--- config.mk ---
export PLATFORM = sky130hd
export DESIGN_NAME = fetch_mem_port
export DESIGN_NICKNAME = d
export VERILOG_FILES = /design/src/common/fetch_pkg.sv /design/src/fetch/fetch_mem_port.sv
export SDC_FILE = /design/constraint.sdc
export NUM_CORES = 1
export LEC_CHECK = 0
export BUFFER_PORTS_ARGS = -buffer_cell sky130_fd_sc_hd__clkbuf_2
export CAP_MARGIN = 20
export CORE_ASPECT_RATIO = 1.5
export CORE_MARGIN = 2
export CORE_UTILIZATION = 28
export DETAILED_ROUTE_END_ITERATION = 12
export PLACE_DENSITY_LB_ADDON = 0.05
export SKIP_CTS_REPAIR_TIMING = 1
export SLEW_MARGIN = 20
export SYNTH_ARGS = -nofsm -noshare
export SYNTH_HDL_FRONTEND = slang
export SYNTH_SLANG_ARGS = --single-unit
export TNS_END_PERCENT = 5
--- constraint.sdc ---
create_clock -name clk -period 2 [get_ports clk]
set_input_delay 0.3 -clock clk [delete_from_list [all_inputs] [get_ports clk]]
set_output_delay 0.3 -clock clk [all_outputs]
set_load 0.1 [all_outputs]
--- src/common/fetch_pkg.sv ---
/*
  fetch subsystem package
  word sizes, memory geometry, boot vector, compressed-instruction rule
  and the state and owner encodings shared by fetch, port and arbiter
*/
`default_nettype none

package fetch_pkg;

  //////////////////////////////////////////////////
  // widths and memory geometry
  //////////////////////////////////////////////////

  // address, data word and instruction width
  localparam int XLEN = 32;

  // word address width of the instruction memory, 256 words
  localparam int MEM_AW = 8;

  // number of words in the memory array
  localparam int MEM_WORDS = 1 << MEM_AW;

  // pc loaded by reset
  localparam logic [XLEN-1:0] BOOT_ADDR = 32'h0000_0000;

  // low two bits of a halfword, all ones marks a 32-bit instruction
  // anything else is a compressed 16-bit instruction
  localparam logic [1:0] INSTR_C_MASK = 2'b11;

  //////////////////////////////////////////////////
  // encodings
  //////////////////////////////////////////////////

  // fetch sequencing
  typedef enum logic [1:0] {
    // reset, nothing requested yet
    IDLE       = 2'b00,
    // one word request outstanding
    WAIT_RESP  = 2'b01,
    // serving halfwords out of the buffered word
    HAVE_WORD  = 2'b10,
    // upper half of a straddling instruction is on its way
    FETCH_NEXT = 2'b11
  } fetch_state_e;

  // memory owner as seen by the arbiter
  typedef enum logic {
    OWN_FETCH = 1'b0,
    OWN_DATA  = 1'b1
  } arb_owner_e;

endpackage

`default_nettype wire

--- src/fetch/fetch_mem_port.sv ---
/*
  fetch memory port
  turns fetch word requests into request/grant/response-valid cycles,
  keeps at most one response outstanding and swallows responses that
  were in flight when a redirect dropped them
*/
`timescale 1ns/1ps
`default_nettype none

module fetch_mem_port (
  input  wire                          clk,
  input  wire                          rst_n,
  // fetch unit side
  input  wire                          port_req_i,
  input  wire [fetch_pkg::XLEN-1:0]    port_addr_i,
  output logic                         port_ack_o,
  output logic [fetch_pkg::XLEN-1:0]   port_rdata_o,
  input  wire                          port_drop_i,
  // arbiter side
  output logic                         fetch_req_o,
  output logic [fetch_pkg::MEM_AW-1:0] fetch_addr_o,
  input  wire                          fetch_gnt_i,
  input  wire                          fetch_rvalid_i,
  input  wire [fetch_pkg::XLEN-1:0]    fetch_rdata_i
);

  // IDLE free, FETCH_NEXT request on the arbiter, WAIT_RESP granted
  fetch_pkg::fetch_state_e state_q;
  logic stale_q;
  logic [fetch_pkg::MEM_AW-1:0] addr_q;
  logic take;

  // latch a new request only when free, never in a drop cycle
  assign take = (state_q == fetch_pkg::IDLE) && port_req_i && !port_drop_i;

  assign fetch_req_o  = (state_q == fetch_pkg::FETCH_NEXT);
  assign fetch_addr_o = addr_q;

  // stale or just-dropped responses never reach the fetch unit
  assign port_ack_o   = fetch_rvalid_i && !stale_q && !port_drop_i;
  assign port_rdata_o = fetch_rdata_i;

  always_ff @(posedge clk or negedge rst_n) begin
    if (!rst_n) begin
      state_q <= fetch_pkg::IDLE;
      stale_q <= 1'b0;
    end else begin
      unique case (state_q)
        fetch_pkg::IDLE:       if (take) state_q <= fetch_pkg::FETCH_NEXT;
        fetch_pkg::FETCH_NEXT: if (fetch_gnt_i) state_q <= fetch_pkg::WAIT_RESP;
        fetch_pkg::WAIT_RESP:  if (fetch_rvalid_i) state_q <= fetch_pkg::IDLE;
        default:               state_q <= fetch_pkg::IDLE;
      endcase
      // request still in flight when drop hits becomes stale
      if (port_drop_i && ((state_q == fetch_pkg::FETCH_NEXT) ||
                          ((state_q == fetch_pkg::WAIT_RESP) && !fetch_rvalid_i))) begin
        stale_q <= 1'b1;
      end else if (fetch_rvalid_i) begin
        stale_q <= 1'b0;
      end
    end
  end

  // byte address to word address
  always_ff @(posedge clk) begin
    if (take) begin
      addr_q <= port_addr_i[fetch_pkg::MEM_AW+1:2];
    end
  end

  // every response belongs to the single granted request
  a_one_outstanding: assert property (@(posedge clk) disable iff (!rst_n)
    fetch_rvalid_i |-> (state_q == fetch_pkg::WAIT_RESP));

  // arbiter answers exactly one cycle after the grant
  a_resp_next_cycle: assert property (@(posedge clk) disable iff (!rst_n)
    (fetch_req_o && fetch_gnt_i) |=> fetch_rvalid_i);

endmodule

`default_nettype wire

==> impl_results.md <==
* CTS tree: yes
* Synthesized flop and latch total at 11
* Fillers at 252
* Total GRT Usage at 8.449%
* Die Ht at 64.99 µm
* P&R area growth vs syn at -6.667%
* Drt pass-1 iters at 2
* Final #Nets at 132
* Post-synth cell types at 14
* Vias at 377
* Antenna Cells at 0
* Post-synth top area cell: buf_4
* Worst EP arrival at 1.31 ns
* Clk_skew at 0.005687 ns
* Clk_lat worst skew at 0.26 ns
* DP HPWL at 967.6 µm
* Antenna violations before repair at 0
* I/O pins at 112
* Initial core utilization at 29.00%
* Commonest cells after routing, fill and taps aside: clkbuf_2 (23), edfxtp_1 (8), inv_1 (4)
* Critical path class: flop to primary output
* Largest net degree at the start of global routing at 9
* Drt drc at 0
* Synth area leaders: buf_4 (35%), edfxtp_1 (35%), dfrtp_1 (11%)
* Synthesized net count at 134
* Worst slew pin tran at 0.5438 ns
* Post-synth top area share at 34.59%
* Final core occ at 27.06%
* Setup TNS at 0 ns
* Remaining antenna violation count after routing at 0
* Unrepaired setup endpoints after global routing: no
* Synth Warn # at 0
* Mapped Cells at 61
* Layout cells sized above 1 at 51.72%
* Initial detailed-routing violation count at 3
* First-pass GRT wire length at 1738 µm
* Peak VDD IR at 0.5154 mV
* Htree depth at 1
* Worst setup margin at 0.3869 ns
* CTS sink cnt at 11
* Clock root buffer: clkbuf_4
* Clock slew at reported path FFs at 0.07 ns
* Critical path data required time at 1.70 ns
* I/O Buffers at 23
* Die footprint at 2902 µm²
* Max-Cap Viols at 0
* Worst setup SP type: flop
* Mapped cell area at 694.4 µm²
* Pwr/cell area at 1344 nW/µm²
* Slew Limit Fails at 0
* Slew headroom at 63.90%
* Vias in the first global route at 399
* Total wire length at 1116 µm
* Placed Area at 611.8 µm²
* Commonest non-fill, non-tap cell in the layout: clkbuf_2
* Crit-path max FO at 3
* Sequential fraction of the synthesis area at 45.41%
* Pre-CTS setup slack at 0.6438 ns
* Final hold viol count at 0
* Total gr overflow at 0
* Pleak at 0.3032 nW
* Clock tree buffer depth at 2
* Die width at 44.66 µm
* Crit. End Element: primary output
* Wire per inst at 13.61 µm
* Design area at 648.1 µm²
* Max Fclk at 619.9 MHz
* GP Congestion at 0.6659
* Status: finished clean
* Hold Path Class: input port to flop
* Clock period minus worst slack at 1.613 ns
* Core area at 2395 µm²
* Avg Inst Size Synth at 11.38 µm²
* Setup violations, final at 0
* Std cell rows at 22
* CTS buffer count at 3
* DR vias/cell at 4.598
* Part of the cycle the worst path needs at 80.66%
where the power goes:
group / total, mW / switching (mW) / internal [mW]
sequential: 0.327 / 0.0280 / 0.299
clock: 0.149 / 0.0725 / 0.0770
combinational: 0.395 / 0.291 / 0.104
worst max-delay path: stages, from the launching register on:
cell and delay [ns]:
dfrtp_1 0.39, ha_1 0.20, clkbuf_2 0.47
per-stage QoR:
step	total power, mW	hold WS, ns	std cells
after floorplan	0.9560	0.004409	61
after global placement	0.7187	0.1052	77
after detailed placement	0.7297	0.1051	77
after CTS	0.8862	-0.1913	81
after global routing	0.9361	0.1860	82
final	0.8712	0.2077	82
cell usage after synthesis:
cell type and n:
inv_1 4, mux2i_1 1, ha_1 3, buf_4 32
dfrtp_1 3, nor3b_1 1, nor2b_1 2, o31ai_1 1
a211oi_2 1, o21ai_0 2, nor2_1 1, o41ai_1 1
edfxtp_1 8, nand2b_4 1
metal layers:
layer / GRT usage [%] / up-vias / part of all wire [%]
met5: 0 / - / 0
met4: 4.924 / 0 / 0
met3: 7.521 / 0 / 22
met2: 14.13 / 39 / 49
met1: 5.872 / 177 / 29
li1: - / 161 / -
kinds of logic (layout without fill, tap and decap cells):
| group | count (synthesis) | in the layout | share of synthesized area [%] |
|---|---|---|---|
| compound gates | 5 | 5 | 5.586 |
| buf+inv | 36 | 33 | 36.76 |
| mux | 1 | 1 | 1.441 |
| fa+ha+maj | 3 | 3 | 5.406 |
| flops | 11 | 11 | 45.41 |
| simple gates | 5 | 5 | 5.405 |
cell type report:
class	count	area [µm²]	area share, %
Timing Repair Buffer	25	132.6	20.46
Sequential cell	11	315.3	48.65
Inverter	4	15.01	2.317
Tap cell	24	30.03	4.633
Clock buffer	4	26.28	4.054
Multi-Input combinational cell	14	128.9	19.88
worst paths after layout:
path / from / endpoint / slack [ns] / cells after the start
setup / recovery: state_q[0] / fetch_req_o / 0.39 / 2
hold / removal: port_addr_i[2] / fetch_addr_o[0] / 0.21 / 1
setup reg to reg: state_q[1] / fetch_addr_o[1] / 0.66 / 5
hold reg to reg: state_q[1] / state_q[1] / 0.55 / 2
max in group asynchronous: rst_n / state_q[0] / 1.53 / 2
min in group asynchronous: rst_n / stale_q / 0.35 / 2
state kept, by name, indices dropped and copies added, names as in the netlist:
register      cells
state_q           2
fetch_addr_o      8
stale_q           1
Note: power is estimated with default switching activity, not from simulation.
