### config.mk
export PLATFORM = sky130hd
export DESIGN_NAME = mem_arbiter
export DESIGN_NICKNAME = d
export VERILOG_FILES = /design/src/common/fetch_pkg.sv /design/src/source/mem_arbiter.sv
export SDC_FILE = /design/constraint.sdc
export NUM_CORES = 1
export LEC_CHECK = 0
export BUFFER_PORTS_ARGS = -buffer_cell sky130_fd_sc_hd__clkbuf_2
export CORE_AREA = 3 3 74 76
export CTS_CLUSTER_DIAMETER = 100
export DETAILED_ROUTE_END_ITERATION = 7
export DIE_AREA = 0 0 77 79
export PLACE_DENSITY_LB_ADDON = 0.15
export SYNTH_ARGS = -nofsm -noshare
export SYNTH_HDL_FRONTEND = slang
export SYNTH_SLANG_ARGS = --single-unit
### constraint.sdc
create_clock -name clk -period 1.6 [get_ports clk]
set_input_delay 0.32 -clock clk [delete_from_list [all_inputs] [get_ports clk]]
set_output_delay 0.32 -clock clk [all_outputs]
set_load 0.02 [all_outputs]
### src/common/fetch_pkg.sv
/*
  fetch subsystem package
  word sizes, memory geometry, boot vector, compressed-instruction rule
  and the state and owner encodings shared by fetch, port and arbiter
*/
`default_nettype none

package fetch_pkg;

  //////////////////////////////////////////////////
  // widths and memory geometry
  //////////////////////////////////////////////////

  // address, data word and instruction width
  localparam int XLEN = 32;

  // word address width of the instruction memory, 256 words
  localparam int MEM_AW = 8;

  // number of words in the memory array
  localparam int MEM_WORDS = 1 << MEM_AW;

  // pc loaded by reset
  localparam logic [XLEN-1:0] BOOT_ADDR = 32'h0000_0000;

  // low two bits of a halfword, all ones marks a 32-bit instruction
  // anything else is a compressed 16-bit instruction
  localparam logic [1:0] INSTR_C_MASK = 2'b11;

  //////////////////////////////////////////////////
  // encodings
  //////////////////////////////////////////////////

  // fetch sequencing
  typedef enum logic [1:0] {
    // reset, nothing requested yet
    IDLE       = 2'b00,
    // one word request outstanding
    WAIT_RESP  = 2'b01,
    // serving halfwords out of the buffered word
    HAVE_WORD  = 2'b10,
    // upper half of a straddling instruction is on its way
    FETCH_NEXT = 2'b11
  } fetch_state_e;

  // memory owner as seen by the arbiter
  typedef enum logic {
    OWN_FETCH = 1'b0,
    OWN_DATA  = 1'b1
  } arb_owner_e;

endpackage

`default_nettype wire

### src/source/mem_arbiter.sv
/*
  memory arbiter
  round-robin between the fetch port and the data port on one memory
  and routing of the one-cycle response back to the granted master
*/
`timescale 1ns/1ps
`default_nettype none

module mem_arbiter (
  input  wire                          clk,
  input  wire                          rst_n,
  // fetch master
  input  wire                          fetch_req_i,
  input  wire [fetch_pkg::MEM_AW-1:0]  fetch_addr_i,
  output logic                         fetch_gnt_o,
  output logic                         fetch_rvalid_o,
  output logic [fetch_pkg::XLEN-1:0]   fetch_rdata_o,
  // data master
  input  wire                          data_req_i,
  input  wire                          data_we_i,
  input  wire [fetch_pkg::MEM_AW-1:0]  data_addr_i,
  input  wire [fetch_pkg::XLEN-1:0]    data_wdata_i,
  output logic                         data_gnt_o,
  output logic                         data_rvalid_o,
  output logic [fetch_pkg::XLEN-1:0]   data_rdata_o,
  // memory
  output logic                         mem_req_o,
  output logic                         mem_we_o,
  output logic [fetch_pkg::MEM_AW-1:0] mem_addr_o,
  output logic [fetch_pkg::XLEN-1:0]   mem_wdata_o,
  input  wire [fetch_pkg::XLEN-1:0]    mem_rdata_i
);

  // winner of the last contested cycle and owner of the last grant
  fetch_pkg::arb_owner_e last_win_q, owner_q;
  logic rsp_q;
  logic contest;

  assign contest = fetch_req_i && data_req_i;

  // on conflict the loser of the previous conflict goes first
  assign fetch_gnt_o = fetch_req_i && (!data_req_i || (last_win_q == fetch_pkg::OWN_DATA));
  assign data_gnt_o  = data_req_i && (!fetch_req_i || (last_win_q == fetch_pkg::OWN_FETCH));

  assign mem_req_o   = fetch_gnt_o || data_gnt_o;
  assign mem_we_o    = data_gnt_o && data_we_i;
  assign mem_addr_o  = data_gnt_o ? data_addr_i : fetch_addr_i;
  assign mem_wdata_o = data_wdata_i;

  always_ff @(posedge clk or negedge rst_n) begin
    if (!rst_n) begin
      last_win_q <= fetch_pkg::OWN_DATA;
      owner_q    <= fetch_pkg::OWN_FETCH;
      rsp_q      <= 1'b0;
    end else begin
      rsp_q <= mem_req_o;
      if (mem_req_o) begin
        owner_q <= data_gnt_o ? fetch_pkg::OWN_DATA : fetch_pkg::OWN_FETCH;
      end
      if (contest) begin
        last_win_q <= data_gnt_o ? fetch_pkg::OWN_DATA : fetch_pkg::OWN_FETCH;
      end
    end
  end

  // response steering to the granted master with shared read data
  assign fetch_rvalid_o = rsp_q && (owner_q == fetch_pkg::OWN_FETCH);
  assign data_rvalid_o  = rsp_q && (owner_q == fetch_pkg::OWN_DATA);
  assign fetch_rdata_o  = mem_rdata_i;
  assign data_rdata_o   = mem_rdata_i;

  a_gnt_onehot: assert property (@(posedge clk) disable iff (!rst_n)
    !(fetch_gnt_o && data_gnt_o));

endmodule

`default_nettype wire

==> flow_metrics.tcl, run 1 <==
set metrics [dict create \
    tns_ns -0.8838 \
    end_kind "primary output" \
    violations "negative setup slack" \
    cts_sinks 3 \
    rows 25 \
    hold_class "in -> async" \
    drt-vias-per-instance 3.220 \
    port_buffers 34 \
    die_width_um 77 \
    cts_root_buffer "clkbuf_8" \
    layout_commonest_cell "clkbuf_2" \
    critPathBufInv 2 \
    slew_headroom_pct 89.34 \
    grt_start_max_net_pins 11 \
    fin_crit_ns 1.720 \
    power_uw 710.8 \
    start_util_pct 20.92 \
    finalSetupViolCount 8 \
    tightest_slew_ns 0.1589 \
    drv_cap 0 \
    nets 151 \
    cp_cell_sequence "a21boi_2, buf_12, mux2_4, clkbuf_2" \
    synthTopCellsByArea "buf_4 (72%), mux2_4 (12%), dfrtp_1 (5.0%)" \
    cts_buffers 3 \
    criticalPathCategory "reg -> out" \
    drc 0 \
    ys_types 15 \
    die-area_um2 6083 \
    powerDensity_nw_per_um2 1037 \
    antenna_cells 0 \
    syn_area_um2 1001 \
    rsz0062_at_grt "true" \
    hold_violations 0 \
    antenna_found_initial 0 \
    outcome "finished with violations" \
    drive_above_1_share_pct 81.54 \
    synthCells 119 \
    setup.worst_path.start_class "flip-flop" \
    drt-initial-drc-count 1 \
    ant_nets 0 \
    ys_ff_latch 3 \
    h-tree-depth 1 \
    wl_per_cell_um 12.26 \
    place_congestion 0.6523 \
    crit_required_ns 1.28 \
    coreArea_um2 4786 \
    cts.path.max_buffers 2 \
    crit_fanout 10 \
    finalInstanceArea_um2 685.7 \
    yosysWarningCount 0 \
    syn_nets 204 \
    areaGrowthSynthToFinish_pct -31.50 \
    cpLargestDelayFamily "flip-flops" \
    routed_wl_um 1618 \
    synth_top_area_cell "buf_4" \
    final_max_slew_viol_count 0 \
    crit_slowest_cell "dfstp_2" \
    first_pass_iters 2 \
    hpwl_um 1374 \
    peakVddDrop_mv 0.5751 \
    p_leak_uw 0.0003357 \
    worstPathArrival_ns 1.40 \
    track_usage_pct 4.801 \
    place_area_um2 558.0 \
    fin_util_pct 14.33 \
    die_h_um 79 \
    yosysTopAreaCellShare_pct 72.00 \
    setup_ws_ns -0.1205 \
    boundaryPins 195 \
    max_stage_delay_ns 0.53 \
    fmax_mhz 581.2 \
    num_vias 425 \
    cts_tree "built" \
    clock_latency_ns 0.21 \
    grt_pass1_vias 459 \
    min_period_over_period_pct 107.5 \
    syn_area_per_cell_um2 8.411 \
    worst_hold_slack_ns 0.4355 \
    grt_remaining_overflow 0 \
    grt_pass1_wl_um 2325 \
    clock_skew_ns 0.001263 \
    yosysSeqAreaShare_pct 7.625 \
    clk_pin_slew_ns 0.03 \
    final_cell_mix "clkbuf_2 (26), mux2_4 (8), buf_8 (5)" \
]
## power by group
group	switching [uW]	internal (uW)
combinational	164	209
clock	46.6	170
sequential	14.5	107
## layout make-up
class | count | area [um^2]
Sequential cell | 3 | 76.32
Multi-Input combinational cell | 19 | 192.7
Tap cell | 67 | 83.83
Clock buffer | 4 | 45.04
Timing Repair Buffer | 39 | 287.8
Fill cell | 544 | 4100
## flip-flops by register name, summed over array words and instances, names as in the netlist
| signal | cells |
|---|---|
| owner_q | 1 |
| rsp_q | 1 |
| last_win_q | 1 |
## worst paths after layout
kind	from	endpoint	slack, ns	depth (start not counted)
max in group asynchronous	rst_n	last_win_q	0.97	2
max	last_win_q	mem_addr_o[7]	-0.12	4
min	rst_n	owner_q	0.44	2
max reg2reg	last_win_q	owner_q	0.67	3
min in group clk	fetch_req_i	owner_q	0.44	3
min reg2reg	owner_q	owner_q	0.57	2
## what timing repair did
| action | 4_1_cts | 5_1_grt |
|---|---|---|
| hold buffers | 1 | 0 |
| endpoints found under the setup margin | 9 | 9 |
| resized for setup | 10 | 13 |
| hold endpoints to repair | 2 | 0 |
| setup buffers | 0 | 1 |
## cells by family after synthesis
| family | after synthesis | synth area share (%) |
|---|---|---|
| flip-flops | 3 | 7.626 |
| buffers and inverters | 97 | 73.12 |
| AND/OR/NAND/NOR | 8 | 4.750 |
| XOR/XNOR | 1 | 0.8752 |
| AO/OA/AOI/OAI | 2 | 1.624 |
| multiplexers | 8 | 12.00 |
## cells in the mapped netlist
master	n
buf_4	96
mux2_4	8
and2_1	2
dfrtp_1	2
a21boi_2	1
and2_2	1
buf_6	1
dfstp_2	1
nand2_1	1
nor2_1	1
nor2b_1	1
o21ai_0	1
or2_2	1
or2b_1	1
xnor2_1	1
## metrics by stage
| stage | worst slack [ns] | instances |
|---|---|---|
| 2_1_floorplan | 0.2071 | 119 |
| 3_3_place_gp | 0.04383 | 126 |
| 3_5_place_dp | 0.03255 | 126 |
| 4_1_cts | -0.1631 | 131 |
| 5_1_grt | -0.1653 | 132 |
| 6_report | -0.1205 | 132 |
## layer usage
layer	vias to the layer above	GRT usage [%]	part of all wire (%)
met5	-	0	0
met4	0	9.609	14
met3	45	2.494	17
met2	42	4.878	39
met1	177	4.645	30
li1	161	-	-
(Power assumes the default switching activity.)
==> run 2: changes to the inputs <==
Settings changed: CELL_PAD_IN_SITES_DETAIL_PLACEMENT set to 0, CELL_PAD_IN_SITES_GLOBAL_PLACEMENT set to 1, CORE_AREA 3 3 74 76 to not set, CORE_MARGIN set to 3, CORE_UTILIZATION set to 14, DIE_AREA 0 0 77 79 to not set, SLEW_MARGIN set to 30.
==> flow_metrics.tcl, run 2 (synthesized netlist as in run 1, its figures left out) <==
set metrics [dict create \
    outcome "finished with violations" \
    violations "negative setup slack" \
    clock_latency_ns 0.22 \
    cts_root_buffer "clkbuf_8" \
    drt-vias-per-instance 2.602 \
    start_util_pct 14.57 \
    tightest_slew_ns 0.1844 \
    min_period_over_period_pct 108.8 \
    cts_tree "built" \
    crit_required_ns 1.28 \
    final_max_slew_viol_count 0 \
    place_congestion 0.6199 \
    wl_per_cell_um 10.97 \
    drv_cap 0 \
    hpwl_um 1496 \
    cts.path.max_buffers 2 \
    setup_ws_ns -0.1405 \
    cts_buffers 3 \
    finalSetupViolCount 9 \
    nets 151 \
    critPathBufInv 2 \
    worstPathArrival_ns 1.42 \
    criticalPathCategory "reg -> out" \
    crit_fanout 10 \
    slew_headroom_pct 87.63 \
    first_pass_iters 2 \
    fin_crit_ns 1.741 \
    antenna_found_initial 0 \
    track_usage_pct 4.170 \
    drt-initial-drc-count 1 \
    antenna_cells 0 \
    layout_commonest_cell "clkbuf_2" \
    boundaryPins 195 \
    end_kind "primary output" \
    rows 30 \
    hold_violations 0 \
    cts_sinks 3 \
    port_buffers 34 \
    areaGrowthSynthToFinish_pct -29.88 \
    h-tree-depth 1 \
    rsz0062_at_grt "true" \
    drc 0 \
    die_h_um 90.56 \
    peakVddDrop_mv 0.2408 \
    num_vias 419 \
    cpLargestDelayFamily "flip-flops" \
    reg_top3 "last_win_q: 1 flops, owner_q: 1 flops, rsp_q: 1 flops" \
    max_stage_delay_ns 0.53 \
    die_width_um 90.56 \
    final_cell_mix "clkbuf_2 (26), mux2_4 (8), buf_4 (7)" \
    grt_remaining_overflow 0 \
    grt_pass1_wl_um 2753 \
    fmax_mhz 574.5 \
    tns_ns -1.137 \
    grt_start_max_net_pins 11 \
    routed_wl_um 1766 \
    die-area_um2 8200 \
    ant_nets 0 \
    drive_above_1_share_pct 83.08 \
    powerDensity_nw_per_um2 1002 \
    setup.worst_path.start_class "flip-flop" \
    clk_pin_slew_ns 0.03 \
    p_leak_uw 0.0003308 \
    cp_cell_sequence "a21boi_2, buf_12, mux2_4, clkbuf_8" \
    clock_skew_ns 0.0003544 \
    hold_class "in -> async" \
    post-place-ws_ns 0.005980 \
    crit_slowest_cell "dfstp_2" \
    coreArea_um2 6869 \
    grt_pass1_vias 504 \
]
run 2: cell types whose count changed in the layout (fill, tap and decap cells not counted), sizes merged:
cell / before / now
clkbuf: 30 / 33
buf: 12 / 9
run 2: per-stage QoR:
| stage | std cells | util (%) | power (uW) | hold slack, ns | cell area, um^2 |
|---|---|---|---|---|---|
| after floorplan | 119 | - | 668.0 | 0.02441 | 1001 |
| after global routing | 161 | 10.22 | 754.4 | 0.4555 | 701.9 |
| after global placement | 155 | 8.652 | 433.9 | 0.1256 | 594.3 |
| after detailed placement | 155 | 8.652 | 433.5 | 0.1281 | 594.3 |
| final | 161 | 10.22 | 703.2 | 0.4402 | 701.9 |
| after CTS | 161 | 9.945 | 698.4 | 0.4338 | 683.2 |
run 2: repair_timing:
action / CTS / global route
endpoints found under the hold margin: 2 / 0
endpoints found under the setup margin: 9 / 10
gates cloned: 0 / 0
buffers inserted: 1 / 0
resized for setup: 6 / 12
pin swaps: 0 / 1
hold buffers: 1 / 0
run 2: final timing paths:
kind	start	endpoint	slack (ns)	depth (start not counted)
worst max-delay path	last_win_q	mem_addr_o[7]	-0.14	4
min in group clk	data_req_i	rsp_q	0.44	3
max in group asynchronous	rst_n	last_win_q	0.96	2
worst min-delay path	rst_n	rsp_q	0.44	2
worst max register to register	last_win_q	owner_q	0.64	3
worst min register to register	owner_q	owner_q	0.57	2
run 2: final cells by class:
type                            instances  area (um^2)
Clock buffer                            4        45.04
Fill cell                             809         6167
Multi-Input combinational cell         19        195.2
Sequential cell                         3        76.32
Tap cell                               96        120.1
Timing Repair Buffer                   39        265.3
run 2: power by group:
group / internal (uW) / switching (uW)
logic: 198 / 161
registers: 107 / 15.8
clock network: 170 / 51.2
total: 475 / 228
run 2: per-layer routing:
layer  part of all wire, %  wire (um)  GRT usage [%]  vias to the layer above
li1                      -          -              -                      161
met1                    29        520          3.808                      164
met2                    37        645          5.374                       54
met3                    25        434          2.917                       40
met4                   9.3        165          5.357                        0
met5                     0          0              0                        -
