$ cat src/common/fetch_pkg.sv
/*
  fetch subsystem package
  word sizes, memory geometry, boot vector, compressed-instruction rule
  and the state and owner encodings shared by fetch, port and arbiter
*/
`default_nettype none

package fetch_pkg;

  //////////////////////////////////////////////////
  // widths and memory geometry
  //////////////////////////////////////////////////

  // address, data word and instruction width
  localparam int XLEN = 32;

  // word address width of the instruction memory, 256 words
  localparam int MEM_AW = 8;

  // number of words in the memory array
  localparam int MEM_WORDS = 1 << MEM_AW;

  // pc loaded by reset
  localparam logic [XLEN-1:0] BOOT_ADDR = 32'h0000_0000;

  // low two bits of a halfword, all ones marks a 32-bit instruction
  // anything else is a compressed 16-bit instruction
  localparam logic [1:0] INSTR_C_MASK = 2'b11;

  //////////////////////////////////////////////////
  // encodings
  //////////////////////////////////////////////////

  // fetch sequencing
  typedef enum logic [1:0] {
    // reset, nothing requested yet
    IDLE       = 2'b00,
    // one word request outstanding
    WAIT_RESP  = 2'b01,
    // serving halfwords out of the buffered word
    HAVE_WORD  = 2'b10,
    // upper half of a straddling instruction is on its way
    FETCH_NEXT = 2'b11
  } fetch_state_e;

  // memory owner as seen by the arbiter
  typedef enum logic {
    OWN_FETCH = 1'b0,
    OWN_DATA  = 1'b1
  } arb_owner_e;

endpackage

`default_nettype wire

$ cat src/fetch/fetch_unit.sv
/*
  instruction fetch unit
  keeps the fetch pc and a two-word realignment buffer, splits words into
  16-bit and 32-bit instructions and hands them out through an output
  register with a valid/ready handshake, redirect restarts the stream
*/
`timescale 1ns/1ps
`default_nettype none

module fetch_unit (
  input  wire                        clk,
  input  wire                        rst_n,
  // redirect from the consumer
  input  wire                        redirect_i,
  input  wire [fetch_pkg::XLEN-1:0]  redirect_pc_i,
  // instruction stream to the consumer
  output logic                       instr_valid_o,
  input  wire                        instr_ready_i,
  output logic [fetch_pkg::XLEN-1:0] instr_o,
  output logic [fetch_pkg::XLEN-1:0] pc_o,
  // word requests to the memory port
  output logic                       port_req_o,
  output logic [fetch_pkg::XLEN-1:0] port_addr_o,
  input  wire                        port_ack_i,
  input  wire [fetch_pkg::XLEN-1:0]  port_rdata_i,
  output logic                       port_drop_o
);

  fetch_pkg::fetch_state_e state_q, state_d;

  // word address of rbuf_q[0] and halfword offset inside it
  logic [fetch_pkg::XLEN-1:0] fetch_addr_q, fetch_addr_d;
  logic off_q, off_d;
  // set while rbuf_q holds both halves of a straddling instruction
  logic strad_q, strad_d;
  // [0] newest word, [1] the word before it
  logic [1:0][fetch_pkg::XLEN-1:0] rbuf_q;

  logic out_valid_q;
  logic [fetch_pkg::XLEN-1:0] out_instr_q, out_pc_q;

  logic out_free, deliver, cur_is_c;
  logic [15:0] cur_half;
  logic [fetch_pkg::XLEN-1:0] dlv_instr, dlv_pc;

  // output register can take a new entry this cycle
  assign out_free = !out_valid_q || instr_ready_i;

  // halfword the pc points at and its length
  assign cur_half = off_q ? rbuf_q[0][31:16] : rbuf_q[0][15:0];
  assign cur_is_c = (cur_half[1:0] & fetch_pkg::INSTR_C_MASK) != fetch_pkg::INSTR_C_MASK;

  //////////////////////////////////////////////////
  // fetch fsm
  //////////////////////////////////////////////////
  always_comb begin
    state_d      = state_q;
    fetch_addr_d = fetch_addr_q;
    off_d        = off_q;
    strad_d      = strad_q;
    deliver      = 1'b0;
    dlv_instr    = rbuf_q[0];
    dlv_pc       = fetch_addr_q;

    unique case (state_q)
      fetch_pkg::IDLE: begin
        state_d = fetch_pkg::WAIT_RESP;
      end
      fetch_pkg::WAIT_RESP, fetch_pkg::FETCH_NEXT: begin
        if (port_ack_i) begin
          state_d = fetch_pkg::HAVE_WORD;
          // second word of a straddle, pc stays on the upper half
          if (state_q == fetch_pkg::FETCH_NEXT) begin
            fetch_addr_d = fetch_addr_q + 32'd4;
            strad_d      = 1'b1;
          end
        end
      end
      fetch_pkg::HAVE_WORD: begin
        if (strad_q) begin
          // upper half of the old word is the low part of the instruction
          dlv_instr = {rbuf_q[0][15:0], rbuf_q[1][31:16]};
          dlv_pc    = fetch_addr_q - 32'd2;
          if (out_free) begin
            deliver = 1'b1;
            strad_d = 1'b0;
          end
        end else if (off_q && !cur_is_c) begin
          // 32-bit instruction crosses into the next word
          state_d = fetch_pkg::FETCH_NEXT;
        end else begin
          dlv_instr = cur_is_c ? {16'h0000, cur_half} : rbuf_q[0];
          dlv_pc    = off_q ? fetch_addr_q + 32'd2 : fetch_addr_q;
          if (out_free) begin
            deliver = 1'b1;
            if (off_q || !cur_is_c) begin
              // word used up
              fetch_addr_d = fetch_addr_q + 32'd4;
              off_d        = 1'b0;
              state_d      = fetch_pkg::WAIT_RESP;
            end else begin
              // compressed in the low half, serve the upper half next
              off_d = 1'b1;
            end
          end
        end
      end
      default: begin
        state_d = fetch_pkg::IDLE;
      end
    endcase

    // redirect overrides everything, restart at the target word
    if (redirect_i) begin
      deliver      = 1'b0;
      state_d      = fetch_pkg::WAIT_RESP;
      fetch_addr_d = {redirect_pc_i[fetch_pkg::XLEN-1:2], 2'b00};
      off_d        = redirect_pc_i[1];
      strad_d      = 1'b0;
    end
  end

  // request is held until the port acknowledges it
  assign port_req_o  = (state_q == fetch_pkg::WAIT_RESP) || (state_q == fetch_pkg::FETCH_NEXT);
  assign port_addr_o = (state_q == fetch_pkg::FETCH_NEXT) ? fetch_addr_q + 32'd4 : fetch_addr_q;
  assign port_drop_o = redirect_i;

  always_ff @(posedge clk or negedge rst_n) begin
    if (!rst_n) begin
      state_q      <= fetch_pkg::IDLE;
      fetch_addr_q <= {fetch_pkg::BOOT_ADDR[fetch_pkg::XLEN-1:2], 2'b00};
      off_q        <= fetch_pkg::BOOT_ADDR[1];
      strad_q      <= 1'b0;
      out_valid_q  <= 1'b0;
    end else begin
      state_q      <= state_d;
      fetch_addr_q <= fetch_addr_d;
      off_q        <= off_d;
      strad_q      <= strad_d;
      if (redirect_i) begin
        out_valid_q <= 1'b0;
      end else if (deliver) begin
        out_valid_q <= 1'b1;
      end else if (instr_ready_i) begin
        out_valid_q <= 1'b0;
      end
    end
  end

  // realignment buffer and output payload
  always_ff @(posedge clk) begin
    if (port_ack_i && !redirect_i) begin
      rbuf_q[1] <= rbuf_q[0];
      rbuf_q[0] <= port_rdata_i;
    end
    if (deliver) begin
      out_instr_q <= dlv_instr;
      out_pc_q    <= dlv_pc;
    end
  end

  assign instr_valid_o = out_valid_q;
  assign instr_o       = out_instr_q;
  assign pc_o          = out_pc_q;

  // a stalled transfer keeps its payload until taken or redirected
  a_out_stable: assert property (@(posedge clk) disable iff (!rst_n)
    (instr_valid_o && !instr_ready_i && !redirect_i) |=> ($stable(instr_o) && $stable(pc_o)));

endmodule

`default_nettype wire

$ cat config.mk
export PLATFORM = sky130hd
export DESIGN_NAME = fetch_unit
export DESIGN_NICKNAME = d
export VERILOG_FILES = /design/src/common/fetch_pkg.sv /design/src/fetch/fetch_unit.sv
export SDC_FILE = /design/constraint.sdc
export NUM_CORES = 1
export LEC_CHECK = 0
export BUFFER_PORTS_ARGS = -buffer_cell sky130_fd_sc_hd__buf_2
export CELL_PAD_IN_SITES_DETAIL_PLACEMENT = 1
export CELL_PAD_IN_SITES_GLOBAL_PLACEMENT = 2
export CORE_MARGIN = 4
export CORE_UTILIZATION = 31
export DETAILED_ROUTE_END_ITERATION = 10
export PLACE_DENSITY_LB_ADDON = 0.1
export SLEW_MARGIN = 20
export SYNTH_ARGS = -nofsm -noshare
export SYNTH_HDL_FRONTEND = slang
export SYNTH_SLANG_ARGS = --single-unit
$ cat constraint.sdc
create_clock -name clk -period 8 [get_ports clk]
set_input_delay 0.4 -clock clk [delete_from_list [all_inputs] [get_ports clk]]
set_output_delay 0.4 -clock clk [all_outputs]
set_load 0.01 [all_outputs]
==> results of run 1 <==
[registers in the layout (all words and copies together), names as in the netlist]
| name | flops |
|---|---|
| instr_o | 32 |
| state_q | 2 |
| rbuf_q | 48 |
| instr_valid_o | 1 |
| strad_q | 1 |
| pc_o | 31 |
| off_q | 1 |
| fetch_addr_q | 30 |
[how the worst max path moves through the flow]
stage / from / to / cells past startpoint / slack, ns
2_1_floorplan: state_q[1]$_DFFE_PN0P_ / instr_o[0]$_DFFE_PP_ / 5 / 1.94
3_3_place_gp: state_q[1]$_DFFE_PN0P_ / instr_o[11]$_DFFE_PP_ / 5 / 4.92
3_5_place_dp: state_q[1]$_DFFE_PN0P_ / instr_o[11]$_DFFE_PP_ / 5 / 4.94
4_1_cts: fetch_addr_q[14]$_DFFE_PN0P_ / port_addr_o[25] / 6 / 4.56
5_1_grt: fetch_addr_q[14]$_DFFE_PN0P_ / port_addr_o[19] / 6 / 4.31
6_report: fetch_addr_q[14]$_DFFE_PN0P_ / port_addr_o[19] / 6 / 4.55
[metal layers]
metal  routed length, um  global-route usage
met1               10820              0.2438
met2               10540              0.2696
met3                1086             0.03634
met4                 219             0.04117
met5                   0                   0
[cells by family (layout without fill, tap and decap cells)]
group	after synthesis	in the layout	share of synthesized area
simple gates	274	274	0.1914
flops	146	146	0.5609
compound gates	102	102	0.08853
xor+xnor	75	75	0.08753
buf+inv	69	214	0.06219
fa+ha+maj	3	3	0.005002
mux	3	3	0.004001
other cells	1	5	0.0004997
[cell type report]
cell class                      instances  area [um^2]
Clock inverter                         15        212.7
Clock buffer                           17        425.4
Sequential cell                       146         4209
Timing Repair Buffer                  171        875.8
Inverter                               11        41.29
Multi-Input combinational cell        460         2851
Fill cell                            2673        14590
Tap cell                              319        399.1
Antenna cell                            2        5.005
[synthesized netlist by cell type (all sizes together), types with 3 or more instances]
cell type and instances:
a311oi 4, nor2 59, nor3 24, a21oi 27, nor4 9, nand4 15
nor2b 8, and3 9, a22oi 3, xnor2 35, and4 5, buf 14
o21ai 26, nor3b 5, or3 4, clkbuf 44, nand2b 5, nand2 86
or4 6, dfrtp 35, o2bb2ai 3, ha 3, inv 11, edfxtp 111
o22ai 14, nand3 30, nand3b 3, and2 4, xor2 40, mux2i 3
[stage by stage]
stage | instances | cell area, um^2 | setup slack (ns) | hold slack (ns) | total power (W)
global placement | 1107 | 8377 | 4.921 | 0.4608 | 0.001124
global route | 1141 | 9020 | 4.311 | 0.1219 | 0.002070
floorplan | 675 | 7512 | 1.936 | 0.1044 | 0.001057
detailed placement | 1107 | 8377 | 4.937 | 0.4657 | 0.001130
finish | 1141 | 9020 | 4.553 | 0.1102 | 0.001981
CTS | 1139 | 9015 | 4.557 | 0.1240 | 0.002010
[where the power goes]
| part | leakage [nW] | internal, W | total [W] | switching, W |
|---|---|---|---|---|
| Clock | 0.312 | 0.000507 | 0.000869 | 0.000362 |
| Combinational | 1.71 | 0.0000791 | 0.000190 | 0.000111 |
| Sequential | 1.44 | 0.000857 | 0.000922 | 0.0000648 |
| Total | 3.46 | 0.00144 | 0.00198 | 0.000537 |
[critical path: stages, from the launching register on]
cell,delay (ns)
dfrtp_1,0.67
and3_1,0.26
nor3b_1,0.85
and2_1,0.31
nand3_1,0.11
xnor2_1,0.25
buf_2,0.17
==> key figures, run 1 <==
Synth
  • Distinct cells, synth: 67
  • Warning count from the yosys run: 0
  • Top cell type by total area after synthesis: edfxtp_1
  • Post-synth EDFFs: between 100 and 150
  • Asr flop ratio synth: 0.2397
  • Flops & latches, synth: approximately 150
  • Post-synth top area share: 0.4441
  • Register area share after synthesis: 0.5609
  • Synthesized area: around 7500 um^2
  • Synth top area cells: edfxtp_1, dfrtp_1, xor2_1
  • Main synth FF type: edfxtp_1
  • Synthesized area per cell: about 11 um^2
  • Cells after Synth: ~670

Clock tree
  • Worst-path clk slew: about 0.07 ns
  • CTS Hold Bufs: 0
  • Sink Count: between 100 and 150
  • Clk root buf: clkbuf_16
  • Post-CTS Setup Bufs: 0
  • Clock tree buffer depth: 2
  • H-Tree Depth: 4
  • CTS buffer count: 17
  • Clock Latency Late Sink: roughly 0.43 ns
  • CTS tree: built
  • CTS resizes: 0

Drt
  • DRT Wirelength: 22.66 mm
  • DR WL/cell: 19.86 um
  • Initial DRC Count: between 200 and 300
  • Post-route DRC: 0
  • Via count: approximately 5600
  • Pre-antenna DRT Iters: 4
  • DR vias/cell: between 4 and 5
  • DRT antenna net count: 0

Timing
  • Slew Viols, Final: 0
  • Minimum clock period: 3.447 ns
  • Worst slew pin tran: about 1.0 ns
  • Setup violators final: 0
  • Setup TNS: 0 ns
  • RSZ-0062 raised after global routing: false
  • Slew headroom: 0.3017
  • Final hold viol count: 0
  • Fmax: about 290 MHz
  • Clock Skew: between 0.01 and 0.015 ns
  • Ratio of final minimum period to clock period: 0.4308

Placement
  • PortBufs: about 160
  • Gp weighted congestion: 0.7921
  • DP Wirelength: between 15 and 20 mm

Floorplanning
  • Core area: around 24000 um^2
  • Ports: 168
  • Row count: 56
  • Die span in x: roughly 160 um
  • Starting Density: 0.3178
  • Die Area: 26760 um^2
  • Die boundary height: between 150 and 200 um

Critical path
  • Origin of the critical flop-to-flop path: state_q[1]$_DFFE_PN0P_
  • CP max FO: 11
  • Crit path launch type: flip-flop
  • Reg2reg end: instr_o[10]$_DFFE_PP_
  • Internal reg-to-reg setup slack: about 5.0 ns
  • WS Path Type: reg2out
  • R2R cell count: 5
  • Data required, critical path: 7.60 ns
  • Crit path arrival time: about 3.1 ns
  • Worst setup EP type: output port

Outcome
  • Status: finished clean

Layout
  • Commonest non-fill, non-tap cell in the layout: buf_2
  • Layout cells sized above 1: 0.2780
  • Synth-to-Final Area Change: 20.19%
  • Most frequent cells in the layout: buf_2, edfxtp_1, nand2_1
  • Nets: approximately 880
  • Layout Utilization: 0.3820

GRT
  • Initial antenna violation count: 2
  • First-pass GRT wire length: 35.06 mm
  • GR Util All Layers: 0.1716
  • Total grt overflow: 0
  • Largest net degree at the start of global routing: 72
  • Vias in the first global route: ~6000

Hold path
  • HP Class: in2async

Power
  • Leak Pwr: ~3.5 nW
  • Power per cell area: approximately 220 nW/um^2
  • Worst ir drop on vdd: 0.1312 mV

Flow run
  • Max-cap viol count: 0
Note: power is estimated with default switching activity, not from simulation.
==> run 2: changes to the inputs <==
- clock period: 8 -> 3 ns (I/O delays scaled with it)
==> key figures, run 2 (synthesized netlist as in run 1, its figures left out) <==
Clock tree
  • Clock Latency Late Sink: 0.43 ns
  • Worst-path clk slew: 0.06 ns
  • Clock tree buffer depth: 2
  • Clk root buf: clkbuf_16
  • CTS tree: built
  • H-Tree Depth: 4
  • CTS buffer count: 17
  • Sink Count: 146
  • Post-CTS Setup Bufs: 0

Layout
  • Max reg flops: 48
  • Commonest non-fill, non-tap cell in the layout: buf_2
  • Inserted Diodes: 0
  • Final Instance Area: between 9000 and 10000 um^2
  • Layout cells sized above 1: 0.2772
  • Storage element area: about 4200 um^2
  • Synth-to-Final Area Change: 28.48%
  • Fillers: about 2700
  • Nets: 950
  • Multi-input gate area: approximately 2900 um^2
  • Most frequent cells in the layout: buf_2, edfxtp_1, nand2_1
  • Most flop-heavy register: rbuf_q

Floorplanning
  • Core area: ~24000 um^2
  • Starting Density: 0.3178
  • Row count: 56
  • Die span in x: 163.6 um
  • Die boundary height: approximately 160 um
  • Die Area: 26760 um^2
  • Ports: 168

Outcome
  • Status: finished clean

GRT
  • Total grt overflow: 0
  • Largest net degree at the start of global routing: 43
  • GR Util All Layers: 0.1761
  • First-pass GRT wire length: between 30 and 40 mm
  • Vias in the first global route: ~6200
  • Initial antenna violation count: 0

Critical path
  • Data required, critical path: between 2 and 3 ns
  • CP max stage cell: or4_1
  • Critical-path cell list: nand3_4, or4_1, nor3_1, xor2_1, buf_2
  • Crit path arrival time: roughly 2.7 ns
  • CP max FO: 11
  • CP peak stage delay: 0.74 ns
  • Crit path launch type: flip-flop
  • Worst setup EP type: output port
  • WS Path Type: reg2out

Drt
  • Via count: approximately 5900
  • DRT antenna net count: 0
  • Initial DRC Count: 276
  • DR vias/cell: between 4 and 5
  • Post-route DRC: 0
  • Pre-antenna DRT Iters: 4
  • DRT Wirelength: approximately 23 mm
  • DR WL/cell: about 19 um

Power
  • Worst ir drop on vdd: 0.2452 mV
  • Sequential Power Share: 0.474
  • Leak Pwr: 3.748 nW
  • Design Power: slightly above 0.005 W
  • P_int: 0.003729 W
  • Power per cell area: 533.3 nW/um^2
  • Sw frac: 0.2749
  • Clk network pwr share: 0.407
  • NetSw: about 0.0014 W
  • Comb power frac: 0.119

Timing
  • Ratio of final minimum period to clock period: 0.9617
  • Final worst-path setup slack: 0.1150 ns
  • Worst slew pin tran: about 0.90 ns
  • Final hold viol count: 0
  • Slew Viols, Final: 0
  • Slew headroom: 0.4028
  • RSZ-0062 raised after global routing: true
  • Clock Skew: approximately 0.011 ns
  • Hold slack final: approximately 0.031 ns
  • Setup violators final: 0
  • Minimum clock period: approximately 2.9 ns
  • Fmax: 346.6 MHz

Flow run
  • Max-cap viol count: 0

Placement
  • Post-DP Area: between 8000 and 9000 um^2
  • DP Wirelength: 16.70 mm
  • Gp weighted congestion: around 0.82
  • Place WS: 0.5119 ns
  • PortBufs: approximately 160

Hold path
  • HP Class: in2reg
## run 2: cell types whose count changed in the layout (fill, tap and decap cells not counted), moves of 2 or more
cell	delta
buf_4	+17
clkinv_4	+3
bufinv_16	-2
diode_2	-2
dlygate4sd3_1	+53
## run 2: area by class of cell
class | count | area share
timing repair buffer | 242 | 0.1612
tap | 319 | 0.04140
inverter | 11 | 0.004282
sequential | 146 | 0.4367
clock buffer | 17 | 0.04412
clock inverter | 15 | 0.01570
multi-input combinational | 460 | 0.2967
## run 2: worst max-delay path: cells and delay by family, from the launching register on
family        cells  cell delay, ns
xor+xnor          1            0.24
buf+inv           1            0.17
flops             1            0.67
simple gates      3            1.22
## run 2: path summary, 6_finish.rpt
check                      depth (start not counted)                         from                           end  slack [ns]
min reg2reg                                        0         rbuf_q[22]$_DFFE_PP_          rbuf_q[54]$_DFFE_PP_        0.48
min                                                3            redirect_pc_i[15]  fetch_addr_q[15]$_DFFE_PN0P_        0.03
max in group asynchronous                          2                        rst_n   fetch_addr_q[2]$_DFFE_PN0P_        2.00
max                                                5  fetch_addr_q[5]$_DFFE_PN0P_               port_addr_o[18]        0.11
max reg2reg                                        5  fetch_addr_q[4]$_DFFE_PN0P_            pc_o[31]$_DFFE_PP_        0.54
min in group asynchronous                          2                        rst_n  fetch_addr_q[31]$_DFFE_PN0P_        0.38
## run 2: what timing repair did
item                                    in CTS  in global routing
hold buffers                                53                  0
hold endpoints to repair                    87                  0
endpoints found under the setup margin       0                  4
resized for setup                            0                  2
## run 2: per-layer routing
metal	GRT usage	routed length, um
met1	0.2517	10950
met2	0.2770	10790
met3	0.03735	1273
met4	0.03774	240
met5	0	0
## run 2: metrics by stage
stage,util,setup TNS [ns],instances
6_report,0.4083,0,1210
5_1_grt,0.4083,-0.1121,1210
4_1_cts,0.4082,0,1210
3_5_place_dp,0.3613,0,1125
3_3_place_gp,0.3613,0,1125
2_1_floorplan,-,0,675
## run 2: power groups by stage
stage | Sequential (W) | Clock, W | Combinational (W)
final | 0.00244 | 0.00209 | 0.000612
after global routing | 0.00246 | 0.00223 | 0.000678
after CTS | 0.00244 | 0.00216 | 0.000622
after detailed placement | 0.00248 | 0 | 0.000563
after global placement | 0.00247 | 0 | 0.000553
after floorplan | 0.00238 | 0 | 0.000439
==> run 3: changes to the inputs <==
- ABC_AREA: unset -> 1
- CORE_UTILIZATION: 31 -> 30
==> key figures, run 3 <==
Outcome
  • Status: finished clean

Hold path
  • Hold path endpoint: fetch_addr_q[31]$_DFFE_PN0P_
  • HP Class: in2reg
  • Hold wc startpoint: redirect_pc_i[31]
  • WHS Path Cells: 3

Floorplanning
  • Die boundary height: 172.0 um
  • Die Area: about 30000 um^2
  • Starting Density: 0.3070
  • Ports: 168
  • Row count: between 50 and 60
  • Core area: 26280 um^2
  • Die span in x: 172.0 um

Timing
  • Setup violators final: 0
  • Worst slew pin tran: 0.7095 ns
  • Fmax: ~380 MHz
  • Minimum clock period: between 2 and 3 ns
  • Slew headroom: 0.5259
  • Hold slack final: 0.05523 ns
  • Final worst-path setup slack: between 0.3 and 0.4 ns
  • Slew Viols, Final: 0
  • Clock Skew: 0.01981 ns
  • Setup TNS: 0 ns
  • RSZ-0062 raised after global routing: false
  • Ratio of final minimum period to clock period: 0.8862
  • Final hold viol count: 0

Critical path
  • CP max stage cell: dfrtp_1
  • Internal reg-to-reg setup slack: roughly 0.62 ns
  • Worst path bufs/invs: 1
  • Crit path launch type: flip-flop
  • Crit path arrival time: 2.51 ns
  • Critical path origin: fetch_addr_q[19]$_DFFE_PN0P_
  • Critical-path cell list: nand2_1, nor2_1, nand2_1, nor2_1, nand3_1, a31oi_1, buf_2
  • CP delay by family, top: simple AND/OR/NAND/NOR gates
  • Reg2reg end: pc_o[30]$_DFFE_PP_
  • WS Path Type: reg2out
  • R2R cell count: 8
  • Data required, critical path: roughly 2.9 ns
  • Origin of the critical flop-to-flop path: state_q[1]$_DFFE_PN0P_
  • CP max FO: 8
  • Worst setup EP type: output port
  • CP peak stage delay: between 0.5 and 0.6 ns

Flow run
  • Max-cap viol count: 0

Synth
  • Top cell type by total area after synthesis: edfxtp_1
  • Asr flop ratio synth: 0.2397
  • Distinct cells, synth: 56
  • Warning count from the yosys run: 0
  • Top post-synthesis cells by count: nand2_1, nor2_1, edfxtp_1
  • Synth top area cells: edfxtp_1, dfrtp_1, nand2_1
  • Cells after Synth: ~910
  • Post-synth top area share: 0.4132
  • Register area share after synthesis: 0.5217
  • Post-synth EDFFs: roughly 110
  • Flops & latches, synth: roughly 150
  • Top-count cell post-synth: nand2_1
  • Synthesized area: between 8000 and 9000 um^2
  • Main synth FF type: edfxtp_1
  • Synthesized area per cell: between 8 and 9 um^2

Clock tree
  • CTS buffer count: 17
  • Clock Latency Late Sink: 0.43 ns
  • H-Tree Depth: 4
  • Post-CTS Setup Bufs: 0
  • Clock tree buffer depth: 2
  • Clk root buf: clkbuf_16
  • Sink Count: roughly 150
  • Worst-path clk slew: around 0.08 ns
  • CTS tree: built

GRT
  • Total grt overflow: 0
  • Initial antenna violation count: 3
  • First-pass GRT wire length: roughly 43 mm
  • Largest net degree at the start of global routing: 63
  • Vias in the first global route: 7425
  • GR Util All Layers: 0.1919

Power
  • Sw frac: 0.4064
  • Leak Pwr: 4.240 nW
  • P_int: between 0.004 and 0.005 W
  • Worst ir drop on vdd: 0.3579 mV
  • Design Power: roughly 0.0079 W
  • Sequential Power Share: 0.376
  • NetSw: ~0.0032 W
  • Comb power frac: 0.337
  • Clk network pwr share: 0.287
  • Power per cell area: 779.0 nW/um^2

Layout
  • Commonest non-fill, non-tap cell in the layout: nand2_1
  • Layout cells sized above 1: 0.2431
  • Most frequent cells in the layout: nand2_1, buf_2, nor2_1
  • Synth-to-Final Area Change: 26.38%
  • Nets: roughly 1200
  • Final Instance Area: between 10000 and 15000 um^2
  • Max reg flops: 48
  • Most flop-heavy register: rbuf_q

Drt
  • Pre-antenna DRT Iters: 5
  • Post-route DRC: 0
  • Via count: 6976
  • DR vias/cell: 4.788
  • DR WL/cell: 19.07 um
  • Initial DRC Count: about 340
  • DRT antenna net count: 0
  • DRT Wirelength: ~28 mm

Placement
  • DP Wirelength: 20.62 mm
  • Post-DP Area: roughly 9000 um^2
  • Gp weighted congestion: 0.8023
  • PortBufs: around 160
  • Place WS: between 0.5 and 0.6 ns
run 3: metal layers:
layer | track usage | share of wire
met5 | 0 | 0
met4 | 0.05058 | 0.011
met3 | 0.02423 | 0.035
met2 | 0.3023 | 0.46
met1 | 0.2805 | 0.50
run 3: worst register-to-register path: cells and delay by family (launching register included):
kind                      cells  cell delay [ns]
and+or+nand+nor               7             1.40
xor gates and xnor gates      1             0.17
DFF                           1             0.56
run 3: final cells by class:
cell class              count  area (um^2)
diodes                      3        7.507
clock inverters            15        190.2
repair buffers            215         1309
flip-flops and latches    146         4210
fillers                  3134        16080
clock buffers              17        425.4
multi-input cells         633         3278
inverters                  93        356.6
well taps                 335        419.2
run 3: what timing repair did:
action,in CTS,in global routing
resized for setup,0,1
endpoints found under the setup margin,0,2
endpoints found under the hold margin,69,0
hold buffers,35,0
run 3: kinds of logic after synthesis:
logic type / after synthesis / share of synthesized area
AO/OA/AOI/OAI: 160 / 0.1239
XOR/XNOR: 37 / 0.04017
adder cells (fa/ha/maj): 3 / 0.004653
buffers and inverters: 137 / 0.07537
flip-flops: 146 / 0.5217
other: 1 / 0.0004648
AND/OR/NAND/NOR: 430 / 0.2337
run 3: how the worst max path moves through the flow:
stage,cells after the start,slack [ns],endpoint
CTS,10,0.14,port_addr_o[28]
global route,7,0.09,port_addr_o[31]
finish,7,0.34,port_addr_o[31]
detailed placement,10,0.56,pc_o[30]$_DFFE_PP_
global placement,8,0.59,port_addr_o[14]
floorplan,6,-0.09,instr_o[0]$_DFFE_PP_
run 3: per-stage QoR:
stage                       util  cells
after floorplan                -    916
final                     0.3880   1457
after detailed placement  0.3508   1387
after global placement    0.3508   1387
after CTS                 0.3875   1454
after global routing      0.3880   1457
run 3: power by group through the flow:
stage	clock network [W]	registers, W	logic [W]
4_1_cts	0.00235	0.00298	0.00271
3_5_place_dp	0	0.00303	0.00266
2_1_floorplan	0	0.00278	0.00188
6_report	0.00228	0.00299	0.00267
3_3_place_gp	0	0.00302	0.00265
5_1_grt	0.00243	0.00305	0.00304
